$ cat config.mk
export PLATFORM = sky130hd
export DESIGN_NAME = idct_top
export DESIGN_NICKNAME = d
export VERILOG_FILES = /design/src/verilog/sram_pkg.sv /design/src/verilog/idct_pkg.sv /design/src/verilog/idct_controller.sv /design/src/verilog/block_fetch.sv /design/src/verilog/sample_buffer.sv /design/src/verilog/dct_coeff_rom.sv /design/src/verilog/t_compute.sv /design/src/verilog/result_writer.sv /design/src/verilog/idct_top.sv
export VERILOG_INCLUDE_DIRS = /design/src /design/src/verilog
export SDC_FILE = /design/constraint.sdc
export NUM_CORES = 2
export LEC_CHECK = 0
export BUFFER_PORTS_ARGS = -buffer_cell sky130_fd_sc_hd__buf_2
export CAP_MARGIN = 20
export CELL_PAD_IN_SITES_DETAIL_PLACEMENT = 0
export CELL_PAD_IN_SITES_GLOBAL_PLACEMENT = 1
export CORE_AREA = 3 3 379 381
export CTS_BUF_LIST = sky130_fd_sc_hd__clkbuf_16
export DETAILED_ROUTE_END_ITERATION = 8
export DIE_AREA = 0 0 382 384
export PLACE_DENSITY_LB_ADDON = 0.2
export SYNTH_ARGS = -nofsm -noshare
export SYNTH_HDL_FRONTEND = slang
export SYNTH_SLANG_ARGS = --single-unit
$ cat constraint.sdc
create_clock -name clock -period 14.5 [get_ports clock]
set_clock_uncertainty 0.05 [all_clocks]
set_input_delay 2.9 -clock clock [delete_from_list [all_inputs] [get_ports clock]]
set_output_delay 2.9 -clock clock [all_outputs]
set_load 0.005 [all_outputs]
$ cat src/verilog/idct_defines.svh
`ifndef IDCT_DEFINES_SVH
`define IDCT_DEFINES_SVH

// block geometry
`define BLOCK_DIM    8
`define IMG_WIDTH    320      // luma samples per line

// sram map, word addresses
`define SPRIME_BASE  76800    // start of the S' plane
`define RESULT_BASE  0

// cycles from address to read data
`define SRAM_LATENCY 2

// scaling of T before the write
`define T_SHIFT      8

`endif

$ cat src/verilog/sram_pkg.sv
`default_nettype none

package sram_pkg;

	typedef logic [17:0] sram_addr_t;
	typedef logic [15:0] sram_data_t;
	typedef logic [4:0]  buf_addr_t;   // 32 words per block
	typedef logic [31:0] buf_word_t;   // lower sample index in [31:16]

endpackage

`default_nettype wire

$ cat src/verilog/idct_pkg.sv
`default_nettype none

// arithmetic types of the first idct pass
package idct_pkg;

	typedef logic signed [15:0] sample_t;    // one S' coefficient
	typedef logic signed [15:0] coeff_t;     // cosine constant
	typedef logic signed [31:0] product_t;
	typedef logic signed [31:0] acc_t;       // running sum of T
	typedef logic [5:0]         coeff_idx_t; // 8*k + j

endpackage

`default_nettype wire

$ cat src/verilog/idct_controller.sv
`timescale 1ns/1ps
`default_nettype none

module idct_controller (
	input  logic                 clock,
	input  logic                 resetn,
	input  logic                 start_i,
	input  logic                 fetch_done_i,
	input  logic                 compute_done_i,
	input  sram_pkg::sram_addr_t fetch_addr_i,
	input  sram_pkg::sram_addr_t wr_addr_i,
	input  sram_pkg::sram_data_t wr_data_i,
	input  logic                 wr_valid_i,
	output logic                 fetch_start_o,
	output logic                 compute_start_o,
	output sram_pkg::sram_addr_t sram_address_o,
	output sram_pkg::sram_data_t sram_write_data_o,
	output logic                 sram_we_n_o,
	output logic                 done_o
);
	typedef enum logic [1:0] {ST_IDLE, ST_FETCH, ST_COMPUTE} state_t;

	state_t state;

	always_ff @(posedge clock or negedge resetn) begin
		if (!resetn) begin
			state           <= ST_IDLE;
			fetch_start_o   <= 1'b0;
			compute_start_o <= 1'b0;
			done_o          <= 1'b0;
		end else begin
			fetch_start_o   <= 1'b0;
			compute_start_o <= 1'b0;
			case (state)
				ST_IDLE: begin
					if (start_i) begin
						fetch_start_o <= 1'b1;
						done_o        <= 1'b0; // held until the next accepted start
						state         <= ST_FETCH;
					end
				end
				ST_FETCH: begin
					if (fetch_done_i) begin
						compute_start_o <= 1'b1;
						state           <= ST_COMPUTE;
					end
				end
				ST_COMPUTE: begin
					if (compute_done_i) begin
						done_o <= 1'b1;
						state  <= ST_IDLE;
					end
				end
				default: state <= ST_IDLE;
			endcase
		end
	end

	// writer owns the port only while computing
	assign sram_address_o    = (state == ST_COMPUTE) ? wr_addr_i : fetch_addr_i;
	assign sram_write_data_o = wr_data_i;
	assign sram_we_n_o       = !((state == ST_COMPUTE) && wr_valid_i);

endmodule

`default_nettype wire

$ cat src/verilog/block_fetch.sv
`timescale 1ns/1ps
`default_nettype none

`include "idct_defines.svh"

module block_fetch (
	input  logic                 clock,
	input  logic                 resetn,
	input  logic                 start_i,
	input  logic [4:0]           block_row_i,
	input  logic [5:0]           block_col_i,
	input  sram_pkg::sram_data_t sram_read_data_i,
	output sram_pkg::sram_addr_t sram_addr_o,
	output sram_pkg::buf_addr_t  buf_addr_o,
	output sram_pkg::buf_word_t  buf_wdata_o,
	output logic                 buf_we_o,
	output logic                 fetch_done_o
);
	import sram_pkg::*;

	logic                     active;
	logic [2:0]               off_i, off_j;
	sram_addr_t               row_base;   // first sample of the current block line
	logic [`SRAM_LATENCY-1:0] vld_pipe;
	logic                     rd_valid;
	logic [5:0]               rd_cnt;     // samples received so far
	sram_data_t               even_q;

	assign sram_addr_o = row_base + sram_addr_t'(off_j);
	assign rd_valid    = vld_pipe[`SRAM_LATENCY-1];

	always_ff @(posedge clock or negedge resetn) begin
		if (!resetn) begin
			active       <= 1'b0;
			off_i        <= '0;
			off_j        <= '0;
			row_base     <= '0;
			vld_pipe     <= '0;
			rd_cnt       <= '0;
			buf_we_o     <= 1'b0;
			fetch_done_o <= 1'b0;
		end else begin
			vld_pipe     <= {vld_pipe[`SRAM_LATENCY-2:0], active};
			buf_we_o     <= rd_valid && rd_cnt[0];
			fetch_done_o <= buf_we_o && (buf_addr_o == 5'd31);
			if (start_i) begin
				active <= 1'b1;
				off_i  <= '0;
				off_j  <= '0;
				rd_cnt <= '0;
				// row * 8 lines * 320 = row * 2560
				row_base <= sram_addr_t'(`SPRIME_BASE)
					+ (sram_addr_t'(block_row_i) << 11)
					+ (sram_addr_t'(block_row_i) << 9)
					+ (sram_addr_t'(block_col_i) << 3);
			end else if (active) begin
				off_j <= off_j + 3'd1;
				if (off_j == 3'(`BLOCK_DIM - 1)) begin
					off_i    <= off_i + 3'd1;
					row_base <= row_base + sram_addr_t'(`IMG_WIDTH); // next line
					if (off_i == 3'(`BLOCK_DIM - 1))
						active <= 1'b0;
				end
			end
			if (rd_valid)
				rd_cnt <= rd_cnt + 6'd1;
		end
	end

	// pair even sample with its odd partner
	always_ff @(posedge clock) begin
		if (rd_valid && !rd_cnt[0])
			even_q <= sram_read_data_i;
		if (rd_valid && rd_cnt[0]) begin
			buf_wdata_o <= {even_q, sram_read_data_i};
			buf_addr_o  <= rd_cnt[5:1];
		end
	end

endmodule

`default_nettype wire

$ cat src/verilog/sample_buffer.sv
`timescale 1ns/1ps
`default_nettype none

module sample_buffer (
	input  logic                clock,
	input  sram_pkg::buf_addr_t addr_a_i,
	input  sram_pkg::buf_word_t wdata_a_i,
	input  logic                we_a_i,
	input  sram_pkg::buf_addr_t addr_b_i,
	output sram_pkg::buf_word_t rdata_a_o,
	output sram_pkg::buf_word_t rdata_b_o
);
	import sram_pkg::*;

	buf_word_t mem [32]; // one 8x8 block, two samples a word

	always_ff @(posedge clock) begin
		if (we_a_i)
			mem[addr_a_i] <= wdata_a_i;
		rdata_a_o <= mem[addr_a_i]; // old data on a same-cycle write
		rdata_b_o <= mem[addr_b_i];
	end

endmodule

`default_nettype wire

$ cat src/verilog/dct_coeff_rom.sv
`timescale 1ns/1ps
`default_nettype none

module dct_coeff_rom (
	input  idct_pkg::coeff_idx_t idx_i,
	output idct_pkg::coeff_t     coeff_o
);
	import idct_pkg::*;

	logic [2:0] k, j;
	logic [6:0] prod_kj;
	logic [4:0] angle;   // (2j+1)*k in units of pi/16, mod 2pi
	logic [2:0] fold;
	logic       neg;
	coeff_t     mag;

	always_comb begin
		k       = idx_i[5:3];
		j       = idx_i[2:0];
		prod_kj = {3'b000, j, 1'b1} * {4'b0000, k};
		angle   = prod_kj[4:0];
		// second and third quadrant are negative
		neg     = angle[4] ^ angle[3];
		// odd quadrants mirror around pi/2
		fold    = angle[3] ? 3'd0 - angle[2:0] : angle[2:0];
		case (fold)
			3'd0:    mag = 16'sd1448; // row 0 lands here, scaled by 1/sqrt(2)
			3'd1:    mag = 16'sd2008;
			3'd2:    mag = 16'sd1892;
			3'd3:    mag = 16'sd1702;
			3'd4:    mag = 16'sd1448;
			3'd5:    mag = 16'sd1137;
			3'd6:    mag = 16'sd783;
			default: mag = 16'sd399;
		endcase
		coeff_o = neg ? -mag : mag;
	end

endmodule

`default_nettype wire

$ cat src/verilog/t_compute.sv
`timescale 1ns/1ps
`default_nettype none

module t_compute (
	input  logic                 clock,
	input  logic                 resetn,
	input  logic                 start_i,
	input  sram_pkg::buf_word_t  buf_rdata_a_i,
	input  sram_pkg::buf_word_t  buf_rdata_b_i,
	input  idct_pkg::coeff_t     coeff0_i,
	input  idct_pkg::coeff_t     coeff1_i,
	input  idct_pkg::coeff_t     coeff2_i,
	output sram_pkg::buf_addr_t  buf_addr_a_o,
	output sram_pkg::buf_addr_t  buf_addr_b_o,
	output idct_pkg::coeff_idx_t coeff_idx0_o,
	output idct_pkg::coeff_idx_t coeff_idx1_o,
	output idct_pkg::coeff_idx_t coeff_idx2_o,
	output idct_pkg::acc_t       t_value_o,
	output logic                 t_valid_o,
	output logic                 compute_done_o
);
	import idct_pkg::*;
	import sram_pkg::*;

	logic       running;  // T values still to start
	logic       pend;     // previous T waits for k6, k7
	logic       last_q;
	logic [1:0] ph;
	logic [5:0] ij;       // index of the T being accumulated
	logic [2:0] row, col;
	logic [2:0] j_prev;
	sample_t    s3_q;
	acc_t       acc;
	acc_t       psum;
	sample_t    op_s [3];
	coeff_t     op_c [3];
	product_t   prod [3];

	assign row = ij[5:3];
	assign col = ij[2:0];

	// ph0 finishes the previous T from words 2,3 and starts the reads of words 0,1
	always_comb begin
		case (ph)
			2'd0: begin
				op_s[0]      = sample_t'(buf_rdata_b_i[31:16]);  // k6
				op_s[1]      = sample_t'(buf_rdata_b_i[15:0]);   // k7
				op_s[2]      = '0;
				coeff_idx0_o = {3'd6, j_prev};
				coeff_idx1_o = {3'd7, j_prev};
				coeff_idx2_o = {3'd0, col};
				buf_addr_a_o = {row, 2'b00};
				buf_addr_b_o = {row, 2'b01};
			end
			2'd1: begin
				op_s[0]      = sample_t'(buf_rdata_a_i[31:16]);
				op_s[1]      = sample_t'(buf_rdata_a_i[15:0]);
				op_s[2]      = sample_t'(buf_rdata_b_i[31:16]);
				coeff_idx0_o = {3'd0, col};
				coeff_idx1_o = {3'd1, col};
				coeff_idx2_o = {3'd2, col};
				buf_addr_a_o = {row, 2'b10};
				buf_addr_b_o = {row, 2'b11};
			end
			default: begin
				op_s[0]      = s3_q;                             // held from ph1
				op_s[1]      = sample_t'(buf_rdata_a_i[31:16]);
				op_s[2]      = sample_t'(buf_rdata_a_i[15:0]);
				coeff_idx0_o = {3'd3, col};
				coeff_idx1_o = {3'd4, col};
				coeff_idx2_o = {3'd5, col};
				buf_addr_a_o = {row, 2'b10};  // reread so ph0 sees words 2,3
				buf_addr_b_o = {row, 2'b11};
			end
		endcase
	end

	// three multipliers
	always_comb begin
		op_c[0] = coeff0_i;
		op_c[1] = coeff1_i;
		op_c[2] = coeff2_i;
		psum    = '0;
		for (int n = 0; n < 3; n++) begin
			prod[n] = product_t'(op_s[n]) * product_t'(op_c[n]);
			psum    = psum + acc_t'(prod[n]);
		end
	end

	always_ff @(posedge clock or negedge resetn) begin
		if (!resetn) begin
			running        <= 1'b0;
			pend           <= 1'b0;
			last_q         <= 1'b0;
			ph             <= '0;
			ij             <= '0;
			t_valid_o      <= 1'b0;
			compute_done_o <= 1'b0;
		end else begin
			t_valid_o      <= 1'b0;
			compute_done_o <= t_valid_o && last_q;
			if (start_i) begin
				running <= 1'b1;
				pend    <= 1'b0;
				ph      <= '0;
				ij      <= '0;
			end else if (running || pend) begin
				ph <= (ph == 2'd2) ? 2'd0 : ph + 2'd1;
				if (ph == 2'd0 && pend) begin
					t_valid_o <= 1'b1;
					pend      <= 1'b0;
					last_q    <= !running;
				end
				if (ph == 2'd2) begin
					pend <= 1'b1;
					ij   <= ij + 6'd1;
					if (ij == 6'd63)
						running <= 1'b0;
				end
			end
		end
	end

	always_ff @(posedge clock) begin
		case (ph)
			2'd0: begin
				if (pend)
					t_value_o <= acc + psum;
			end
			2'd1: begin
				acc  <= psum;
				s3_q <= sample_t'(buf_rdata_b_i[15:0]); // k3, word 1 gets replaced
			end
			default: begin
				acc    <= acc + psum;
				j_prev <= col;
			end
		endcase
	end

endmodule

`default_nettype wire

$ cat src/verilog/result_writer.sv
`timescale 1ns/1ps
`default_nettype none

`include "idct_defines.svh"

module result_writer (
	input  logic                 clock,
	input  logic                 resetn,
	input  logic                 start_i,
	input  idct_pkg::acc_t       t_value_i,
	input  logic                 t_valid_i,
	output sram_pkg::sram_addr_t wr_addr_o,
	output sram_pkg::sram_data_t wr_data_o,
	output logic                 wr_valid_o
);
	import idct_pkg::*;
	import sram_pkg::*;

	acc_t       scaled;
	sram_addr_t next_addr; // row-major position of the next T

	assign scaled = t_value_i >>> `T_SHIFT; // arithmetic, keeps the sign

	always_ff @(posedge clock or negedge resetn) begin
		if (!resetn) begin
			wr_valid_o <= 1'b0;
			wr_addr_o  <= sram_addr_t'(`RESULT_BASE);
			next_addr  <= sram_addr_t'(`RESULT_BASE);
		end else begin
			wr_valid_o <= t_valid_i;
			if (start_i)
				next_addr <= sram_addr_t'(`RESULT_BASE);
			else if (t_valid_i) begin
				wr_addr_o <= next_addr;
				next_addr <= next_addr + 18'd1;
			end
		end
	end

	always_ff @(posedge clock) begin
		if (t_valid_i)
			wr_data_o <= scaled[15:0]; // low half only
	end

endmodule

`default_nettype wire

$ cat src/verilog/idct_top.sv
`timescale 1ns/1ps
`default_nettype none

module idct_top (
	input  logic                 clock,
	input  logic                 resetn,
	input  logic                 start_i,
	input  logic [4:0]           block_row_i,
	input  logic [5:0]           block_col_i,
	input  sram_pkg::sram_data_t sram_read_data_i,
	output sram_pkg::sram_addr_t sram_address_o,
	output sram_pkg::sram_data_t sram_write_data_o,
	output logic                 sram_we_n_o,
	output logic                 done_o
);
	import idct_pkg::*;
	import sram_pkg::*;

	logic       fetch_start, compute_start;
	logic       fetch_done, compute_done;
	sram_addr_t fetch_addr, wr_addr;
	sram_data_t wr_data;
	logic       wr_valid;

	buf_addr_t  fetch_buf_addr, comp_addr_a, comp_addr_b, buf_addr_a;
	buf_word_t  fetch_wdata, rdata_a, rdata_b;
	logic       fetch_we;

	coeff_idx_t rom_idx [3];
	coeff_t     rom_coeff [3];
	acc_t       t_value;
	logic       t_valid;

	idct_controller u_ctrl (
		.clock             (clock),
		.resetn            (resetn),
		.start_i           (start_i),
		.fetch_done_i      (fetch_done),
		.compute_done_i    (compute_done),
		.fetch_addr_i      (fetch_addr),
		.wr_addr_i         (wr_addr),
		.wr_data_i         (wr_data),
		.wr_valid_i        (wr_valid),
		.fetch_start_o     (fetch_start),
		.compute_start_o   (compute_start),
		.sram_address_o    (sram_address_o),
		.sram_write_data_o (sram_write_data_o),
		.sram_we_n_o       (sram_we_n_o),
		.done_o            (done_o)
	);

	block_fetch u_fetch (
		.clock            (clock),
		.resetn           (resetn),
		.start_i          (fetch_start),
		.block_row_i      (block_row_i),
		.block_col_i      (block_col_i),
		.sram_read_data_i (sram_read_data_i),
		.sram_addr_o      (fetch_addr),
		.buf_addr_o       (fetch_buf_addr),
		.buf_wdata_o      (fetch_wdata),
		.buf_we_o         (fetch_we),
		.fetch_done_o     (fetch_done)
	);

	// fetch and compute never overlap, the write strobe picks the owner of port A
	assign buf_addr_a = fetch_we ? fetch_buf_addr : comp_addr_a;

	sample_buffer u_buf (
		.clock     (clock),
		.addr_a_i  (buf_addr_a),
		.wdata_a_i (fetch_wdata),
		.we_a_i    (fetch_we),
		.addr_b_i  (comp_addr_b),
		.rdata_a_o (rdata_a),
		.rdata_b_o (rdata_b)
	);

	for (genvar g = 0; g < 3; g++) begin : g_rom
		dct_coeff_rom u_rom (
			.idx_i   (rom_idx[g]),
			.coeff_o (rom_coeff[g])
		);
	end

	t_compute u_comp (
		.clock          (clock),
		.resetn         (resetn),
		.start_i        (compute_start),
		.buf_rdata_a_i  (rdata_a),
		.buf_rdata_b_i  (rdata_b),
		.coeff0_i       (rom_coeff[0]),
		.coeff1_i       (rom_coeff[1]),
		.coeff2_i       (rom_coeff[2]),
		.buf_addr_a_o   (comp_addr_a),
		.buf_addr_b_o   (comp_addr_b),
		.coeff_idx0_o   (rom_idx[0]),
		.coeff_idx1_o   (rom_idx[1]),
		.coeff_idx2_o   (rom_idx[2]),
		.t_value_o      (t_value),
		.t_valid_o      (t_valid),
		.compute_done_o (compute_done)
	);

	result_writer u_wr (
		.clock      (clock),
		.resetn     (resetn),
		.start_i    (compute_start),
		.t_value_i  (t_value),
		.t_valid_i  (t_valid),
		.wr_addr_o  (wr_addr),
		.wr_data_o  (wr_data),
		.wr_valid_o (wr_valid)
	);

endmodule

`default_nettype wire

Yosys cells after proc, flatten, opt, wreduce, memory -nomap -nowiden
Memories as Yosys holds them, arrays and structs flattened. A register that Yosys moved wholly into a read port is not among the register bits. Index checks and enable logic that the tools add are counted.

Add/sub/neg operators: 20. $mul: 6. Eq/ne operators: 29. Multiplexer cells: 64. Bitwise operators: 4. Reduce and logical (&&, ||, !) cells: 37.

Operators with widths (number): 11-bit one-hot mux with 6 select lines (3); 18-bit 2-to-1 mux (6); 32-bit adder (3); 16-bit by 16-bit multiplier with 32-bit output (3); 48-bit one-hot mux with 2 select lines (1); 32-bit one-hot mux with 2 select lines (1); 16-bit 2-to-1 mux (3); 11-bit negator with 16-bit output (3); 6-bit one-hot mux with 2 select lines (3); 3-bit == test (second input constant) (11); 6-bit 2-to-1 mux (5); 3-bit 2-to-1 mux (8); 1-bit 2-to-1 mux (23); 17-bit by 16-bit adder with 18-bit output (first input constant) (1); 18-bit by 1-bit adder with 18-bit output (second input constant) (1); 18-bit by 14-bit adder with 18-bit output (1); 18-bit by 3-bit adder with 18-bit output (1); 18-bit by 9-bit adder with 18-bit output (1); 18-bit by 9-bit adder with 18-bit output (second input constant) (1); 3-bit by 2-bit == test with 1-bit output (second input constant) (6); 2-bit 2-to-1 mux (8); 2-bit nonzero test (8); 4-bit by 3-bit multiplier with 5-bit output (3); 6-bit by 1-bit adder with 6-bit output (second input constant) (2); 24 further kinds (54).

Flip-flop bits (word level): 234. Memory bits (writable): 1024. Input bits: 30. Memories: 1.

Memory list: u_buf.mem (words 32, width 32, read ports 2, clocked after Yosys merged registers in 2, wr ports 1, RTL line sample_buffer.sv:15) `buf_word_t mem [32];`.

Logic depth before layout (Yosys ltp)
Word-level depth: 15. Gate-level depth with buffers: 53. Gate-level depth less buffers: 49.

Hierarchy
Synthesis repeated with hierarchy kept, for this count alone.

Cells, all modules: 7197. Area, all modules: 92059.5 um2.

By module, submodules not included: sample_buffer (times used 1, cells each 2808, area an instance 48512.8 um2, sequential area each 32030.7 um2); t_compute (times used 1, cells each 3677, area an instance 35422.7 um2, sequential area each 2817.7 um2); block_fetch (times used 1, cells each 253, area an instance 3497.1 um2, sequential area each 2392.3 um2); result_writer (times used 1, cells each 151, area an instance 2087.0 um2, sequential area each 1406.3 um2); dct_coeff_rom (times used 3, cells each 83, area an instance 644.4 um2, sequential area each 0.0 um2); idct_controller (times used 1, cells each 54, area an instance 550.5 um2, sequential area each 125.1 um2); idct_top (times used 1, cells each 5, area an instance 56.3 um2, sequential area each 0.0 um2).

Least setup slack after synthesis
Ideal clock, no wire load.

Path kind: reg-to-reg. Start point: register u_comp.ph[1]. End point: register u_comp.acc[22] (data pin). Data arrival time: 13.077 ns. Data required time: 14.190 ns. Slack: 1.113 ns. Cell stages (with the launch flop): 46. Path buffers: 4. Clock period less this slack: 13.387 ns. Cell sequence: dfrtp_1 -> nor2_8 -> inv_4 -> clkbuf_1 -> buf_1 -> fa_1 -> inv_1 -> ha_1 -> fa_1 -> xnor2_1 -> xor2_4 -> clkbuf_1 -> nand2_1 -> o211a_1 -> o32ai_1 -> clkbuf_1 -> nor2_1 -> fa_1 -> [... 10 more ...] -> fa_1 -> inv_1 -> ha_1 -> a21o_1 -> a21o_1 -> or3_1 -> a21oi_1 -> o21bai_1 -> a21oi_1 -> xnor2_1 -> ha_1 -> or4_1 -> o211ai_1 -> a21oi_1 -> nor4_1 -> nor3_1 -> xor2_1 -> mux2_2.

Word-level cells in the longest chain between the ends: 15. Elaborated cells between the ends (all ways): 58. Those cells by class: add/sub (9); mul (6); eq/ne (19); mux (14); bitwise (3); reduce/logical (7).

RTL lines: start: declaration (RTL line t_compute.sv:28) `logic [1:0] ph;`; start signal: assignment (RTL line t_compute.sv:108) `ph <= (ph == 2'd2) ? 2'd0 : ph + 2'd1;`; 2-bit by 1-bit == test with 1-bit output or 2-bit logical NOT (tied branches) (RTL line t_compute.sv:44, t_compute.sv:125); 6-bit one-hot mux with 2 select lines (RTL line t_compute.sv:44) `case (ph)`; 4-bit by 3-bit multiplier with 5-bit output (RTL line dct_coeff_rom.sv:20) `prod_kj = {3'b000, j, 1'b1} * {4'b0000, k};`; 1-bit by 3-bit subtractor with 3-bit output (RTL line dct_coeff_rom.sv:25) `fold = angle[3] ? 3'd0 - angle[2:0] : angle[2:0];`; 3-bit 2-to-1 mux (RTL line dct_coeff_rom.sv:25); 3-bit == test or 3-bit logical NOT (tied branches) (RTL line dct_coeff_rom.sv:26) `case (fold)`; 2-bit OR reduction (no line); 11-bit one-hot mux with 6 select lines (RTL line dct_coeff_rom.sv:26); 11-bit negator with 16-bit output (RTL line dct_coeff_rom.sv:36) `coeff_o = neg ? -mag : mag;`; 16-bit 2-to-1 mux (RTL line dct_coeff_rom.sv:36); 16-bit by 16-bit multiplier with 32-bit output (RTL line t_compute.sv:85) `prod[n] = product_t'(op_s[n]) * product_t'(op_c[n]);`; 32-bit adder (2 in series) (RTL line t_compute.sv:86) `psum = psum + acc_t'(prod[n]);`; 32-bit adder; 32-bit one-hot mux with 2 select lines (*) (RTL line t_compute.sv:125) `case (ph)`; end signal: assignment (RTL line t_compute.sv:131) `acc <= psum;`; end signal: assignment (RTL line t_compute.sv:135) `acc <= acc + psum;`; end: declaration (RTL line t_compute.sv:33) `acc_t acc;`.

Every way passes the cells marked *; elsewhere a longest branch is shown, timed or not. A chain may end at the register's enable or synchronous reset.

Worst setup path after layout
Ends and elaborated chain as after synthesis.

==> reports/qor.log <==
INFO  outcome        outcome=complete, but fails checks
INFO  outcome        failed_checks=design-rule violations
INFO  cts            max-clock-path-buffers=3
INFO  detailed_routing drt_iter0_drc=7127
INFO  sta            totalNegativeSetupSlack=0ps
INFO  critical_path  timing.critical_path.from_type=register
INFO  global_routing initial_antenna_violation_count=11
INFO  detailed_routing avgViaCountPerCell=6.144
INFO  place          placement.io_buffers=65
INFO  place          dpl_worst_slack=1272ps
INFO  synth          syn-cell-area=75830squm
INFO  die            die_area=146700squm
INFO  finish         layout-drive-gt1-share=11.60%
INFO  finish         post_route_design_area=83630squm
INFO  critical_path  worstPathRequired=15010ps
INFO  synth          synth_edf_count=1152
INFO  cts            tritoncts_buffer_count=135
INFO  synth          yosysTopAreaCell=sky130_fd_sc_hd__edfxtp_1
INFO  synth          syn_inst=5876
INFO  critical_path  critical_path_peak_fanout=48
INFO  detailed_routing antenna_left=0
INFO  critical_path  crit_buf_inv=10
INFO  place          place_area=78920squm
INFO  sta            fmax=76.52MHz
INFO  cts            clock_sink_count=1303
INFO  cts            cts.root.buffer_cell=sky130_fd_sc_hd__clkbuf_16
INFO  synth          synth_area_per_cell=12.91squm
INFO  global_routing track_usage=31.28%
INFO  sta            min_period_over_period=90.13%
INFO  global_routing first_global_vias=49560
INFO  cts            clk_latency=810ps
INFO  finish         area_delta_synth_final=10.28%
INFO  critical_path  setup.worst_path.end_class=register
INFO  sta            worst_slew_margin_rel=20.10%
INFO  synth          ys.warnings.count=0
INFO  sta            fin_ws=1431ps
INFO  die            overall_die_width=382um
INFO  synth          ys_types=74
INFO  min_path       hp-class=register to register
INFO  cts            clk_transition_reported_paths=60ps
INFO  global_routing wire_length_of_the_first_global_routing_pass=332600um
INFO  finish         final_nets=6847
INFO  cts            cts.repair.resized=0
INFO  synth          synth_seq_cells=1303
INFO  die            num_rows=138
INFO  critical_path  cpMaxStageDelayCell=sky130_fd_sc_hd__xnor2_1
INFO  place          place_hpwl=147500um
INFO  detailed_routing mean_routed_wirelength_per_cell=28.50um
INFO  sta            slew_violations=0
INFO  die            design.portCount=66
INFO  critical_path  critical_path.top_delay_family=adder cells
INFO  critical_path  worst-setup-path-type=register to register
INFO  place          gpl.final_weighted_congestion=0.9310
INFO  sta            timing_worst_slew_pin_value=1195ps
INFO  cts            cts.repair_timing.setup_buffer_count=0
INFO  sta            final_hold_viol_count=0
INFO  sta            setup_violations=0
INFO  critical_path  critical_path_max_stage_delay=940ps
INFO  critical_path  crit_arrival=13580ps
INFO  synth          synth-main-ff-cell=sky130_fd_sc_hd__edfxtp_1
INFO  sta            period_needed=13070ps
INFO  die            core-area=140900squm
INFO  critical_path  cell_seen_most_often_among_critical_path_stages=sky130_fd_sc_hd__fa_1
INFO  cts            cts-htree-levels=4
INFO  finish         fillCellCount=11320
INFO  synth          synth_top_cell_area_share=45.62%
INFO  synth          synth.net_count=6785
INFO  detailed_routing post-route-drc-count=10
INFO  run            maximum_capacitance_violations=0
INFO  synth          ys_seq_area_share=50.18%
INFO  synth          synth_async_sr_flop_share=6.677%
INFO  cts            post_cts_hold_buffer_count=0
INFO  die            initial_core_util=53.82%
INFO  global_routing largest_net_degree_at_the_start_of_global_routing=179
INFO  synth          ys_top_cells_by_area=sky130_fd_sc_hd__edfxtp_1, sky130_fd_sc_hd__fa_1, sky130_fd_sc_hd__mux4_2, sky130_fd_sc_hd__inv_1, sky130_fd_sc_hd__ha_1
INFO  cts            tritoncts_clock_tree=yes
INFO  detailed_routing routed_wirelength=226400um
INFO  die            chipHeight=384um
INFO  detailed_routing vias=48800
INFO  detailed_routing dr.pass1.iters=9
INFO  sta            grt_setup_unrepaired=no
INFO  global_routing grt_overflow=0
==> routing by layer <==
layer  vias up  wire length, um  part of all wire [%]  global-route usage [%]
li1      20710                -                     -                       -
met3       511            21220                   9.4                   6.190
met2      2709           111400                    49                   51.97
met1     24870            81650                    36                   39.57
met4         4            12060                   5.3                   15.18
met5         -               27                 0.012                       0
==> cells in the final DEF, fill, tap and decap left out, drive strengths merged, types with 11 or more instances in the layout <==
cell and count:
dfxtp 64, nand2b 32, nor3 25, fa 651, buf 220, and2 21, inv 850, o21a 42
nor4 52, a221oi 40, o21ai 88, mux2 45, mux2i 43, edfxtp 1152, nor2 407, mux4 160
a21oi 287, nor2b 18, dfrtp 87, clkinv 56, nand4 11, a221o 35, a21o 15, ha 228
xor2 49, a222oi 216, nand2 730, nand3 20, bufinv 15, clkbuf 136, xnor2 156
==> logic make-up after synthesis <==
| logic type | count (synthesis) | share of synthesized area, % |
|---|---|---|
| AND/OR/NAND/NOR | 1343 | 7.298 |
| flip-flops | 1303 | 50.18 |
| buffers and inverters | 1103 | 5.501 |
| adder cells (fa/ha/maj) | 879 | 20.95 |
| AO/OA/AOI/OAI | 793 | 7.593 |
| multiplexers | 248 | 5.988 |
| XOR/XNOR | 206 | 2.491 |
| other | 1 | 0.004945 |
==> area by class of cell <==
class	instances	area (sq um)	area share, %
diodes	2	5.005	0.005984
clock buffers	135	3378	4.039
clock inverters	116	1246	1.490
inverters	807	3042	3.637
multi-input cells	3470	33940	40.58
flip-flops and latches	1303	38070	45.51
well taps	1890	2365	2.828
repair buffers	221	1593	1.904
==> state kept, by name, indices dropped and copies added (netlist names), 2 cells and up <==
signal	flops
u_buf.mem	1024
u_buf.rdata_a_o	32
u_buf.rdata_b_o	32
u_fetch.buf_wdata_o	32
u_comp.acc	24
u_wr.next_addr	18
u_wr.wr_addr_o	18
u_comp.s3_q	16
u_comp.t_value_o	16
u_fetch.even_q	16
u_wr.wr_data_o	16
u_fetch.row_base	15
u_comp.ij	6
u_fetch.rd_cnt	6
u_fetch.buf_addr_o	5
u_comp.j_prev	3
u_fetch.off_i	3
u_fetch.off_j	3
u_comp.ph	2
u_ctrl.state	2
u_fetch.vld_pipe	2
==> final timing paths <==
path	start	end	slack [ps]	cells past startpoint
setup / recovery	u_comp.ph[1]$_DFFE_PN0N_	u_comp.acc[22]$_DFFE_PP_	1430	43
hold / removal	u_fetch.vld_pipe[0]$_DFF_PN0_	u_fetch.vld_pipe[1]$_DFF_PN0_	320	0
setup reg to reg	u_comp.ph[1]$_DFFE_PN0N_	u_comp.acc[22]$_DFFE_PP_	1430	43
hold reg to reg	u_fetch.vld_pipe[0]$_DFF_PN0_	u_fetch.vld_pipe[1]$_DFF_PN0_	320	0
max in group asynchronous	resetn	u_comp.ij[3]$_DFFE_PN0P_	11680	3
min in group asynchronous	resetn	u_fetch.rd_cnt[4]$_DFFE_PN0P_	1880	1
==> per-stage QoR <==
step	std cells	util [%]	hold WS, ps
after floorplan	5876	-	281.2
after global placement	7681	56.00	301.9
after detailed placement	7683	56.01	303.7
after CTS	7934	59.29	321.8
after global routing	7942	59.35	323.5
final	7944	59.36	318.7
==> synth_stat cells, types with 6 or more instances <==
master / n
sky130_fd_sc_hd__edfxtp_1: 1152
sky130_fd_sc_hd__nor3_1: 25
sky130_fd_sc_hd__o21ai_1: 25
sky130_fd_sc_hd__xnor2_1: 149
sky130_fd_sc_hd__o21bai_1: 8
sky130_fd_sc_hd__clkbuf_1: 251
sky130_fd_sc_hd__and2_1: 20
sky130_fd_sc_hd__mux2i_1: 43
sky130_fd_sc_hd__a221oi_1: 40
sky130_fd_sc_hd__o21ai_0: 60
sky130_fd_sc_hd__mux2_2: 45
sky130_fd_sc_hd__ha_1: 228
sky130_fd_sc_hd__nor2b_1: 18
sky130_fd_sc_hd__dfxtp_1: 64
sky130_fd_sc_hd__mux4_2: 160
sky130_fd_sc_hd__o211ai_1: 7
sky130_fd_sc_hd__inv_1: 801
sky130_fd_sc_hd__o21a_1: 42
sky130_fd_sc_hd__o311ai_0: 6
sky130_fd_sc_hd__a222oi_1: 216
sky130_fd_sc_hd__xor2_1: 48
sky130_fd_sc_hd__nand2_1: 729
sky130_fd_sc_hd__fa_1: 651
sky130_fd_sc_hd__a21oi_1: 287
sky130_fd_sc_hd__nand3_1: 20
sky130_fd_sc_hd__dfrtp_1: 87
sky130_fd_sc_hd__a22oi_1: 9
sky130_fd_sc_hd__nand2b_1: 32
sky130_fd_sc_hd__nand4_1: 11
sky130_fd_sc_hd__xnor2_2: 7
sky130_fd_sc_hd__nor2_1: 406
sky130_fd_sc_hd__nor4_1: 52
sky130_fd_sc_hd__buf_1: 32
sky130_fd_sc_hd__a221o_1: 35
sky130_fd_sc_hd__buf_2: 8
sky130_fd_sc_hd__or3_1: 9
sky130_fd_sc_hd__a21o_1: 15
sky130_fd_sc_hd__and3_1: 8
Power is not shown: default switching activity piles up to over one toggle a cycle in this logic, so the estimate is an artifact.
